[config.mk]
export PLATFORM = sky130hd
export DESIGN_NAME = rv_core
export DESIGN_NICKNAME = d
export VERILOG_FILES = /design/src/verilog/rv_pkg.sv /design/src/verilog/rv_core.sv /design/src/verilog/rv_result.sv /design/src/verilog/rv_execute.sv /design/src/verilog/rv_regfile.sv /design/src/verilog/rv_decode.sv
export SDC_FILE = /design/constraint.sdc
export NUM_CORES = 2
export LEC_CHECK = 0
export BUFFER_PORTS_ARGS = -buffer_cell sky130_fd_sc_hd__buf_4
export CAP_MARGIN = 20
export CORE_MARGIN = 2
export CORE_UTILIZATION = 45
export DETAILED_ROUTE_END_ITERATION = 10
export GPL_TIMING_DRIVEN = 0
export SYNTH_ARGS = -nofsm -noshare
export SYNTH_HDL_FRONTEND = slang
export SYNTH_SLANG_ARGS = --single-unit
export TNS_END_PERCENT = 10
[constraint.sdc]
create_clock -name clk_i -period 9.1 [get_ports clk_i]
set_clock_uncertainty 0.05 [all_clocks]
set_input_delay 1.82 -clock clk_i [delete_from_list [all_inputs] [get_ports clk_i]]
set_output_delay 1.82 -clock clk_i [all_outputs]
set_load 0.1 [all_outputs]
[src/verilog/rv_pkg.sv]
package rv_pkg;

    typedef logic [31:0] word_t;
    typedef logic [3:0]  mask_t;
    typedef logic [4:0]  reg_idx_t;

    // major opcodes, bits [6:0] of the instruction
    typedef enum logic [6:0] {
        op_lui   = 7'b0110111,
        op_auipc = 7'b0010111,
        op_jal   = 7'b1101111,
        op_jalr  = 7'b1100111,
        op_br    = 7'b1100011,
        op_load  = 7'b0000011,
        op_store = 7'b0100011,
        op_imm   = 7'b0010011,
        op_reg   = 7'b0110011
    } opcode_e;

    typedef enum logic [3:0] {
        alu_add,
        alu_sub,
        alu_sll,
        alu_slt,
        alu_sltu,
        alu_xor,
        alu_srl,
        alu_sra,
        alu_or,
        alu_and,
        alu_pass_b
    } alu_op_e;

    // encoded as the branch funct3
    typedef enum logic [2:0] {
        cmp_beq  = 3'b000,
        cmp_bne  = 3'b001,
        cmp_blt  = 3'b100,
        cmp_bge  = 3'b101,
        cmp_bltu = 3'b110,
        cmp_bgeu = 3'b111
    } cmp_op_e;

    typedef enum logic [1:0] {
        wb_alu = 2'b00,
        wb_pc4 = 2'b01,
        wb_mem = 2'b10
    } wb_sel_e;

    // matches funct3[1:0] of loads and stores
    typedef enum logic [1:0] {
        size_byte = 2'b00,
        size_half = 2'b01,
        size_word = 2'b10
    } mem_size_e;

    localparam word_t RESET_PC  = 32'h4000_0000;
    // addi x0, x0, 0
    localparam word_t NOP_INSTR = 32'h0000_0013;

endpackage
[src/verilog/rv_core.sv]
`timescale 1ns/1ps

module rv_core
    import rv_pkg::*;
(
    input  logic  clk_i,
    input  logic  rst_n_i,
    output word_t imem_addr_o,
    input  word_t imem_rdata_i,
    output word_t dmem_addr_o,
    output mask_t dmem_rmask_o,
    output mask_t dmem_wmask_o,
    output word_t dmem_wdata_o,
    input  word_t dmem_rdata_i
);

    word_t     pc_q;
    word_t     f_pc_q;
    word_t     f_instr_q;

    reg_idx_t  rs1;
    reg_idx_t  rs2;
    reg_idx_t  rd;
    word_t     imm;
    alu_op_e   alu_op;
    cmp_op_e   cmp_op;
    logic      a_is_pc;
    logic      b_is_imm;
    logic      rd_we;
    logic      is_branch;
    logic      is_jal;
    logic      is_jalr;
    logic      is_load;
    logic      is_store;
    logic      load_unsigned;
    mem_size_e mem_size;
    wb_sel_e   wb_sel;

    word_t     rf_rdata1;
    word_t     rf_rdata2;
    word_t     rs1_val;
    word_t     rs2_val;
    word_t     alu_res;
    word_t     target;
    logic      redirect;

    word_t     m_alu_q;
    word_t     m_pc4_q;
    word_t     m_wdata_q;
    reg_idx_t  m_rd_q;
    logic      m_we_q;
    wb_sel_e   m_wb_sel_q;
    mem_size_e m_size_q;
    logic      m_unsigned_q;
    logic      m_load_q;
    logic      m_store_q;
    word_t     wb_data;

    assign imem_addr_o = pc_q;

    // fetch, a taken transfer squashes the word just fetched
    always_ff @(posedge clk_i or negedge rst_n_i) begin
        if (!rst_n_i) begin
            pc_q      <= RESET_PC;
            f_pc_q    <= RESET_PC;
            f_instr_q <= NOP_INSTR;
        end else begin
            pc_q      <= redirect ? target : pc_q + 32'd4;
            f_pc_q    <= pc_q;
            f_instr_q <= redirect ? NOP_INSTR : imem_rdata_i;
        end
    end

    rv_decode i_rv_decode (
        .instr_i         (f_instr_q),
        .rs1_o           (rs1),
        .rs2_o           (rs2),
        .rd_o            (rd),
        .imm_o           (imm),
        .alu_op_o        (alu_op),
        .cmp_op_o        (cmp_op),
        .a_is_pc_o       (a_is_pc),
        .b_is_imm_o      (b_is_imm),
        .rd_we_o         (rd_we),
        .is_branch_o     (is_branch),
        .is_jal_o        (is_jal),
        .is_jalr_o       (is_jalr),
        .is_load_o       (is_load),
        .is_store_o      (is_store),
        .load_unsigned_o (load_unsigned),
        .mem_size_o      (mem_size),
        .wb_sel_o        (wb_sel)
    );

    rv_regfile i_rv_regfile (
        .clk_i    (clk_i),
        .rst_n_i  (rst_n_i),
        .we_i     (m_we_q),
        .waddr_i  (m_rd_q),
        .raddr1_i (rs1),
        .raddr2_i (rs2),
        .wdata_i  (wb_data),
        .rdata1_o (rf_rdata1),
        .rdata2_o (rf_rdata2)
    );

    // forward from the result stage
    assign rs1_val = (m_we_q && m_rd_q != '0 && m_rd_q == rs1) ? wb_data : rf_rdata1;
    assign rs2_val = (m_we_q && m_rd_q != '0 && m_rd_q == rs2) ? wb_data : rf_rdata2;

    rv_execute i_rv_execute (
        .pc_i        (f_pc_q),
        .rs1_val_i   (rs1_val),
        .rs2_val_i   (rs2_val),
        .imm_i       (imm),
        .alu_op_i    (alu_op),
        .cmp_op_i    (cmp_op),
        .a_is_pc_i   (a_is_pc),
        .b_is_imm_i  (b_is_imm),
        .is_branch_i (is_branch),
        .is_jal_i    (is_jal),
        .is_jalr_i   (is_jalr),
        .alu_o       (alu_res),
        .target_o    (target),
        .redirect_o  (redirect)
    );

    always_ff @(posedge clk_i or negedge rst_n_i) begin
        if (!rst_n_i) begin
            m_alu_q      <= '0;
            m_pc4_q      <= '0;
            m_wdata_q    <= '0;
            m_rd_q       <= '0;
            m_we_q       <= 1'b0;
            m_wb_sel_q   <= wb_alu;
            m_size_q     <= size_byte;
            m_unsigned_q <= 1'b0;
            m_load_q     <= 1'b0;
            m_store_q    <= 1'b0;
        end else begin
            m_alu_q      <= alu_res;
            m_pc4_q      <= f_pc_q + 32'd4;
            m_wdata_q    <= rs2_val;
            m_rd_q       <= rd;
            m_we_q       <= rd_we;
            m_wb_sel_q   <= wb_sel;
            m_size_q     <= mem_size;
            m_unsigned_q <= load_unsigned;
            m_load_q     <= is_load;
            m_store_q    <= is_store;
        end
    end

    rv_result i_rv_result (
        .alu_i           (m_alu_q),
        .pc4_i           (m_pc4_q),
        .store_data_i    (m_wdata_q),
        .is_load_i       (m_load_q),
        .is_store_i      (m_store_q),
        .load_unsigned_i (m_unsigned_q),
        .mem_size_i      (m_size_q),
        .wb_sel_i        (m_wb_sel_q),
        .dmem_rdata_i    (dmem_rdata_i),
        .dmem_addr_o     (dmem_addr_o),
        .dmem_rmask_o    (dmem_rmask_o),
        .dmem_wmask_o    (dmem_wmask_o),
        .dmem_wdata_o    (dmem_wdata_o),
        .wb_data_o       (wb_data)
    );

endmodule

[src/verilog/rv_result.sv]
`timescale 1ns/1ps

module rv_result
    import rv_pkg::*;
(
    input  word_t     alu_i,
    input  word_t     pc4_i,
    input  word_t     store_data_i,
    input  logic      is_load_i,
    input  logic      is_store_i,
    input  logic      load_unsigned_i,
    input  mem_size_e mem_size_i,
    input  wb_sel_e   wb_sel_i,
    input  word_t     dmem_rdata_i,
    output word_t     dmem_addr_o,
    output mask_t     dmem_rmask_o,
    output mask_t     dmem_wmask_o,
    output word_t     dmem_wdata_o,
    output word_t     wb_data_o
);

    mask_t lane_mask;
    word_t rdata_shifted;
    word_t load_data;

    assign dmem_addr_o = alu_i;

    always_comb begin
        case (mem_size_i)
            size_byte: lane_mask = mask_t'(4'b0001 << alu_i[1:0]);
            size_half: lane_mask = alu_i[1] ? 4'b1100 : 4'b0011;
            default:   lane_mask = 4'b1111;
        endcase
    end

    assign dmem_rmask_o = is_load_i  ? lane_mask : '0;
    assign dmem_wmask_o = is_store_i ? lane_mask : '0;

    // move store data up to its lane
    always_comb begin
        case (mem_size_i)
            size_byte: dmem_wdata_o = store_data_i << {alu_i[1:0], 3'b000};
            size_half: dmem_wdata_o = store_data_i << {alu_i[1], 4'b0000};
            default:   dmem_wdata_o = store_data_i;
        endcase
    end

    // bring the addressed lane down to bit 0
    assign rdata_shifted = dmem_rdata_i >> {alu_i[1:0], 3'b000};

    always_comb begin
        case (mem_size_i)
            size_byte: begin
                load_data = {{24{~load_unsigned_i & rdata_shifted[7]}}, rdata_shifted[7:0]};
            end
            size_half: begin
                load_data = {{16{~load_unsigned_i & rdata_shifted[15]}},
                             rdata_shifted[15:0]};
            end
            default: load_data = dmem_rdata_i;
        endcase
    end

    always_comb begin
        case (wb_sel_i)
            wb_pc4:  wb_data_o = pc4_i;
            wb_mem:  wb_data_o = load_data;
            default: wb_data_o = alu_i;
        endcase
    end

endmodule

[src/verilog/rv_execute.sv]
`timescale 1ns/1ps

module rv_execute
    import rv_pkg::*;
(
    input  word_t   pc_i,
    input  word_t   rs1_val_i,
    input  word_t   rs2_val_i,
    input  word_t   imm_i,
    input  alu_op_e alu_op_i,
    input  cmp_op_e cmp_op_i,
    input  logic    a_is_pc_i,
    input  logic    b_is_imm_i,
    input  logic    is_branch_i,
    input  logic    is_jal_i,
    input  logic    is_jalr_i,
    output word_t   alu_o,
    output word_t   target_o,
    output logic    redirect_o
);

    word_t      op_a;
    word_t      op_b;
    logic [4:0] shamt;
    logic       taken;

    assign op_a  = a_is_pc_i ? pc_i : rs1_val_i;
    assign op_b  = b_is_imm_i ? imm_i : rs2_val_i;
    assign shamt = op_b[4:0];

    always_comb begin
        case (alu_op_i)
            alu_add:    alu_o = op_a + op_b;
            alu_sub:    alu_o = op_a - op_b;
            alu_sll:    alu_o = op_a << shamt;
            alu_slt:    alu_o = {31'b0, $signed(op_a) < $signed(op_b)};
            alu_sltu:   alu_o = {31'b0, op_a < op_b};
            alu_xor:    alu_o = op_a ^ op_b;
            alu_srl:    alu_o = op_a >> shamt;
            alu_sra:    alu_o = $signed(op_a) >>> shamt;
            alu_or:     alu_o = op_a | op_b;
            alu_and:    alu_o = op_a & op_b;
            alu_pass_b: alu_o = op_b;
            default:    alu_o = op_a + op_b;
        endcase
    end

    // branches always compare the two registers
    always_comb begin
        case (cmp_op_i)
            cmp_beq:  taken = rs1_val_i == rs2_val_i;
            cmp_bne:  taken = rs1_val_i != rs2_val_i;
            cmp_blt:  taken = $signed(rs1_val_i) < $signed(rs2_val_i);
            cmp_bge:  taken = $signed(rs1_val_i) >= $signed(rs2_val_i);
            cmp_bltu: taken = rs1_val_i < rs2_val_i;
            cmp_bgeu: taken = rs1_val_i >= rs2_val_i;
            default:  taken = 1'b0;
        endcase
    end

    // jalr clears bit 0 of the sum
    assign target_o = is_jalr_i ? ((rs1_val_i + imm_i) & ~32'd1) : (pc_i + imm_i);

    assign redirect_o = is_jal_i | is_jalr_i | (is_branch_i & taken);

endmodule

[src/verilog/rv_regfile.sv]
`timescale 1ns/1ps

module rv_regfile
    import rv_pkg::*;
(
    input  logic     clk_i,
    input  logic     rst_n_i,
    input  logic     we_i,
    input  reg_idx_t waddr_i,
    input  reg_idx_t raddr1_i,
    input  reg_idx_t raddr2_i,
    input  word_t    wdata_i,
    output word_t    rdata1_o,
    output word_t    rdata2_o
);

    // x0 has no storage
    word_t regs [1:31];

    always_ff @(posedge clk_i or negedge rst_n_i) begin
        if (!rst_n_i) begin
            for (int i = 1; i < 32; i++) begin
                regs[i] <= '0;
            end
        end else if (we_i && waddr_i != '0) begin
            regs[waddr_i] <= wdata_i;
        end
    end

    assign rdata1_o = (raddr1_i == '0) ? '0 : regs[raddr1_i];
    assign rdata2_o = (raddr2_i == '0) ? '0 : regs[raddr2_i];

endmodule

[src/verilog/rv_decode.sv]
`timescale 1ns/1ps

module rv_decode
    import rv_pkg::*;
(
    input  word_t     instr_i,
    output reg_idx_t  rs1_o,
    output reg_idx_t  rs2_o,
    output reg_idx_t  rd_o,
    output word_t     imm_o,
    output alu_op_e   alu_op_o,
    output cmp_op_e   cmp_op_o,
    output logic      a_is_pc_o,
    output logic      b_is_imm_o,
    output logic      rd_we_o,
    output logic      is_branch_o,
    output logic      is_jal_o,
    output logic      is_jalr_o,
    output logic      is_load_o,
    output logic      is_store_o,
    output logic      load_unsigned_o,
    output mem_size_e mem_size_o,
    output wb_sel_e   wb_sel_o
);

    opcode_e    opcode;
    logic [2:0] funct3;
    logic       funct7_b5;
    word_t      i_imm;
    word_t      s_imm;
    word_t      b_imm;
    word_t      u_imm;
    word_t      j_imm;
    alu_op_e    alu_fn;

    assign opcode    = opcode_e'(instr_i[6:0]);
    assign funct3    = instr_i[14:12];
    assign funct7_b5 = instr_i[30];

    assign rs1_o = instr_i[19:15];
    assign rs2_o = instr_i[24:20];
    assign rd_o  = instr_i[11:7];

    assign i_imm = {{20{instr_i[31]}}, instr_i[31:20]};
    assign s_imm = {{20{instr_i[31]}}, instr_i[31:25], instr_i[11:7]};
    assign b_imm = {{19{instr_i[31]}}, instr_i[31], instr_i[7], instr_i[30:25],
                    instr_i[11:8], 1'b0};
    assign u_imm = {instr_i[31:12], 12'b0};
    assign j_imm = {{11{instr_i[31]}}, instr_i[31], instr_i[19:12], instr_i[20],
                    instr_i[30:21], 1'b0};

    // funct7 bit 5 picks sub only on register ops, sra on both
    always_comb begin
        case (funct3)
            3'b000:  alu_fn = (opcode == op_reg && funct7_b5) ? alu_sub : alu_add;
            3'b001:  alu_fn = alu_sll;
            3'b010:  alu_fn = alu_slt;
            3'b011:  alu_fn = alu_sltu;
            3'b100:  alu_fn = alu_xor;
            3'b101:  alu_fn = funct7_b5 ? alu_sra : alu_srl;
            3'b110:  alu_fn = alu_or;
            default: alu_fn = alu_and;
        endcase
    end

    always_comb begin
        imm_o           = i_imm;
        alu_op_o        = alu_add;
        cmp_op_o        = cmp_op_e'(funct3);
        a_is_pc_o       = 1'b0;
        b_is_imm_o      = 1'b1;
        rd_we_o         = 1'b0;
        is_branch_o     = 1'b0;
        is_jal_o        = 1'b0;
        is_jalr_o       = 1'b0;
        is_load_o       = 1'b0;
        is_store_o      = 1'b0;
        load_unsigned_o = funct3[2];
        mem_size_o      = mem_size_e'(funct3[1:0]);
        wb_sel_o        = wb_alu;
        case (opcode)
            op_lui: begin
                imm_o    = u_imm;
                alu_op_o = alu_pass_b;
                rd_we_o  = 1'b1;
            end
            op_auipc: begin
                imm_o     = u_imm;
                a_is_pc_o = 1'b1;
                rd_we_o   = 1'b1;
            end
            op_jal: begin
                imm_o    = j_imm;
                is_jal_o = 1'b1;
                rd_we_o  = 1'b1;
                wb_sel_o = wb_pc4;
            end
            op_jalr: begin
                is_jalr_o = 1'b1;
                rd_we_o   = 1'b1;
                wb_sel_o  = wb_pc4;
            end
            op_br: begin
                imm_o       = b_imm;
                b_is_imm_o  = 1'b0;
                is_branch_o = 1'b1;
            end
            op_load: begin
                is_load_o = 1'b1;
                rd_we_o   = 1'b1;
                wb_sel_o  = wb_mem;
            end
            op_store: begin
                imm_o      = s_imm;
                is_store_o = 1'b1;
            end
            op_imm: begin
                alu_op_o = alu_fn;
                rd_we_o  = 1'b1;
            end
            op_reg: begin
                alu_op_o   = alu_fn;
                b_is_imm_o = 1'b0;
                rd_we_o    = 1'b1;
            end
            default: ;
        endcase
    end

endmodule

==> run summary <==
Clock-pin slew was measured on the worst setup and hold paths at 0.06 ns. The final RePlAce weighted congestion is 1.09. For this run, the total global-route usage over all layers was measured as 51.3%. The first global-routing pass estimated 588 mm of wire.

For the wire length after detailed routing, the log shows 440 mm. For the share of power burned in registers, the log shows 34.1%. In this run switching power makes up 43.4% of total power. The arrival time of data at the critical path endpoint came out at 10.11 ns.

The post-layout worst setup margin is -0.323 ns. The area growth from synthesis to layout is 14.0%. The total via count after detailed routing was 73,924. Of the total power, the clock network draws 29.6%. The run gives 0 as the final antenna-violating net count.

Yosys attributes the largest share of cell area to sky130_fd_sc_hd__dfrtp_1 40%, sky130_fd_sc_hd__mux4_2 15%, sky130_fd_sc_hd__o21ai_0 7.7%, sky130_fd_sc_hd__nand2_1 6.9%, sky130_fd_sc_hd__ha_1 3.3%. The average wire per standard cell was 42.6 microns. The synthesized netlist contains 101 unique library cells. Data on the critical path is required at its endpoint by 9.79 ns. In this run the power density over the cells is 243 nW/um^2.

Internal power summed over all cells: 11,700 uW. STA classifies the critical path startpoint as a flip-flop. The tools report the sum of overflow across all layers after global routing as 0. After layout, the minimum clock period comes to 9.42 ns. The synthesized design devotes to its leading area cell type 40.1% of total area. Each instance of the synthesized netlist takes up on average 9.81 sq um. Setup violations remaining at the end of the flow were counted as 67.

The tools report the count of endpoints failing hold in the final timing report as 0. The worst hold path belongs to the class flip-flop to flip-flop. The H-tree was split into 4 levels. The logs give 20,600 uW for the total power and 36.4% for the share of total power in combinational logic. In this run the vertical extent of the chip is 411 microns. Setup repair after global routing could not meet its margin everywhere. The slowest stage of the critical path is the sky130_fd_sc_hd__buf_2 cell. The starting density of the core is 45.2%. The HPWL after detailed placement was 340 mm.

The run finished, with violations left. The clock passes through at most 3 buffers. The most used flip-flop cell after synthesis is sky130_fd_sc_hd__dfrtp_1.

The top cell type by total area after synthesis is sky130_fd_sc_hd__dfrtp_1. The worst pin sits at a relative slew slack of 5.00%. Max-cap violations in this run came to 0. STA classifies the critical path endpoint as a flip-flop. The synthesized instance count came out at 7,590. The residual DRC count was 0; the count of pins over their slew limit was 0.

The total of flip-flops plus latches after synthesis works out to 1,197. Clock tree synthesis found a total of 1,197 sinks. The cell area after synthesis was 74,400 sq um; the worst IR drop on VDD was 0.257 mV. The hold buffer count at CTS came out at 0. 170 I/O pins were placed. The die boundary width was 411 microns; the clock insertion delay at the later pin of the skew report was 0.85 ns.

Summing the sequential cell areas from Yosys gives 40.2% of the chip area. The maximum clock frequency is 106 MHz. The final critical path takes up 104% of the cycle. The root buffer cell chosen for the clock tree is sky130_fd_sc_hd__clkbuf_16. For the number of warnings issued by yosys, the log shows 0. The fraction of final layout cells with drive strength greater than 1 is 16.7%, and the number of antenna violations at the first check in global routing is 46. The worst setup path is of the flip-flop to flip-flop kind. The number of buffers created by CTS is 139, and the power dissipated by switching net loads is 8950 uW. Number of rows in the core area: 149.

TritonCTS built the clock tree. For this run, the share of the core covered by cells in the final layout is 51.6%. The run gives 0.0361 uW as the total leakage power. The die covers 169,000 sq um. The net count of the finished layout is 8,252. For this run, the slowest stage of the critical path takes 0.81 ns. After the first detailed-routing iteration, the DRC count stood at 12,440. For the pin with the worst max-slew slack, the measured transition is 1.43 ns.

Input and output buffers added on the ports amount to 169. The pre-antenna-repair detailed-routing pass consisted of 7 iterations. Entering global routing, the biggest net connects 169 pins.

The number of nets in the synthesized netlist is 7,854. The core region is 165,000 sq um. The maximum fanout count along the critical path is 11, and the via count of the first global-routing pass is 69,097. The final reports fail on setup timing. For this run, asynchronously set or reset flops after synthesis account for 100%.

Number of enable-type register cells in the synthesized netlist: 0. Routed via count divided by cell count: 7.17.
==> synthesized netlist by cell type, drive strengths merged (41+ instances only) <==
| library cell | n |
|---|---|
| nand2b | 41 |
| o22ai | 84 |
| ha | 194 |
| a21oi | 342 |
| a21o | 72 |
| a22oi | 74 |
| clkbuf | 447 |
| dfrtp | 1192 |
| a211oi | 43 |
| mux4 | 492 |
| xor2 | 52 |
| nand2 | 1361 |
| nor3 | 67 |
| xnor2 | 98 |
| mux2 | 110 |
| inv | 168 |
| mux2i | 243 |
| nor2b | 61 |
| nor2 | 357 |
| nand3 | 88 |
| o21ai | 1156 |
| and2 | 59 |
| buf | 193 |
| nand4 | 43 |
==> what timing repair did <==
item / CTS / global route
cloned: 0 / 0
resized for setup: 54 / 21
setup endpoints to repair: 89 / 75
buffers inserted: 0 / 0
pin swaps: 0 / 1
==> routing by layer <==
metal | global-route usage (%) | routed length, microns | vias up
met3 | 22.0 | 65700 | 1639
met1 | 65.4 | 161000 | 37554
li1 | - | - | 28439
met2 | 69.2 | 174000 | 6254
met4 | 37.1 | 39200 | 38
met5 | 0.226 | 276 | -
==> stage by stage <==
stage,hold WS [ns],cells,setup TNS [ns],setup slack (ns),cell area (sq um)
6_report,0.334,10309,-13.37,-0.323,84900
5_1_grt,0.346,10285,0,0.00591,84800
4_1_cts,0.333,10278,-0.0567,-0.0567,84700
3_5_place_dp,0.322,10032,-153.80,-2.27,79700
3_3_place_gp,0.321,9948,-,-8.58,78400
2_1_floorplan,0.302,7590,0,2.60,74400
==> placed cells by master (no fill, tap or decap), types with 72 or more instances in the layout <==
master                      synthesis  routed
sky130_fd_sc_hd__nand2_1         1361    1361
sky130_fd_sc_hd__clkbuf_1         446     461
sky130_fd_sc_hd__inv_1            163     163
sky130_fd_sc_hd__clkbuf_16          0     140
sky130_fd_sc_hd__a21o_1            72      72
sky130_fd_sc_hd__buf_2             96      85
sky130_fd_sc_hd__a21oi_1          342     340
sky130_fd_sc_hd__buf_4             27     238
sky130_fd_sc_hd__xnor2_1           98      98
sky130_fd_sc_hd__a22oi_1           73      73
sky130_fd_sc_hd__dfrtp_1         1192    1192
sky130_fd_sc_hd__mux2_2           108     108
sky130_fd_sc_hd__o22ai_1           84      82
sky130_fd_sc_hd__nand3_1           88      88
sky130_fd_sc_hd__ha_1             194     194
sky130_fd_sc_hd__mux4_2           492     492
sky130_fd_sc_hd__o21ai_0         1148    1146
sky130_fd_sc_hd__mux2i_1          240     233
sky130_fd_sc_hd__nor2_1           357     357
==> critical path: cells and delay by family (launching register included) <==
kind | cells | cell delay [ns]
compound gates | 8 | 2.19
mux | 1 | 0.38
buf+inv | 8 | 3.46
fa+ha+maj | 1 | 0.36
simple gates | 7 | 2.19
flops | 1 | 0.60
==> registers in the layout (all words and copies together), names as in the netlist <==
signal,flops
i_rv_regfile.regs,992
f_instr_q,32
f_pc_q,32
imem_addr_o,32
m_alu_q,32
m_pc4_q,32
m_wdata_q,32
m_rd_q,5
m_size_q,2
m_wb_sel_q,2
m_load_q,1
m_store_q,1
m_unsigned_q,1
m_we_q,1
==> cells by family after synthesis <==
kind of cell / after synthesis / share of synthesized area [%]
buffers and inverters: 813 / 4.74
adder cells (fa/ha/maj): 198 / 3.37
multiplexers: 845 / 19.8
AND/OR/NAND/NOR: 2211 / 12.7
flip-flops: 1197 / 40.2
AO/OA/AOI/OAI: 2176 / 17.3
XOR/XNOR: 150 / 1.76
==> path summary, 6_finish.rpt <==
path / from / to / slack, ns / depth (start not counted)
setup / recovery: f_instr_q[16]$_DFF_PN0_ / f_instr_q[12]$_DFF_PN0_ / -0.32 / 25
max in group asynchronous: rst_n_i / m_pc4_q[19]$_DFF_PN0_ / 5.81 / 3
hold reg to reg: f_instr_q[13]$_DFF_PN0_ / m_size_q[1]$_DFF_PN0_ / 0.33 / 0
hold / removal: f_instr_q[13]$_DFF_PN0_ / m_size_q[1]$_DFF_PN0_ / 0.33 / 0
min in group asynchronous: rst_n_i / i_rv_regfile.regs[565]$_DFFE_PN0P_ / 0.91 / 1
setup reg to reg: f_instr_q[16]$_DFF_PN0_ / f_instr_q[12]$_DFF_PN0_ / -0.32 / 25
==> cell type report <==
| class | count | area [sq um] |
|---|---|---|
| clock inverter | 47 | 811 |
| inverter | 173 | 649 |
| fill | 15358 | 79700 |
| tap | 2189 | 2740 |
| buffer | 633 | 2960 |
| antenna | 25 | 62.6 |
| multi-input combinational | 5580 | 41200 |
| timing repair buffer | 264 | 2500 |
| sequential | 1197 | 30000 |
| clock buffer | 201 | 4010 |
==> power by group through the flow <==
stage	registers, uW	clock network (uW)	logic (uW)
6_report	7030	6110	7500
5_1_grt	7050	6260	7680
4_1_cts	6950	6060	7180
3_5_place_dp	7040	0	7150
3_3_place_gp	7020	0	7000
2_1_floorplan	7430	0	3560
Note: power is estimated with default switching activity, not from simulation.
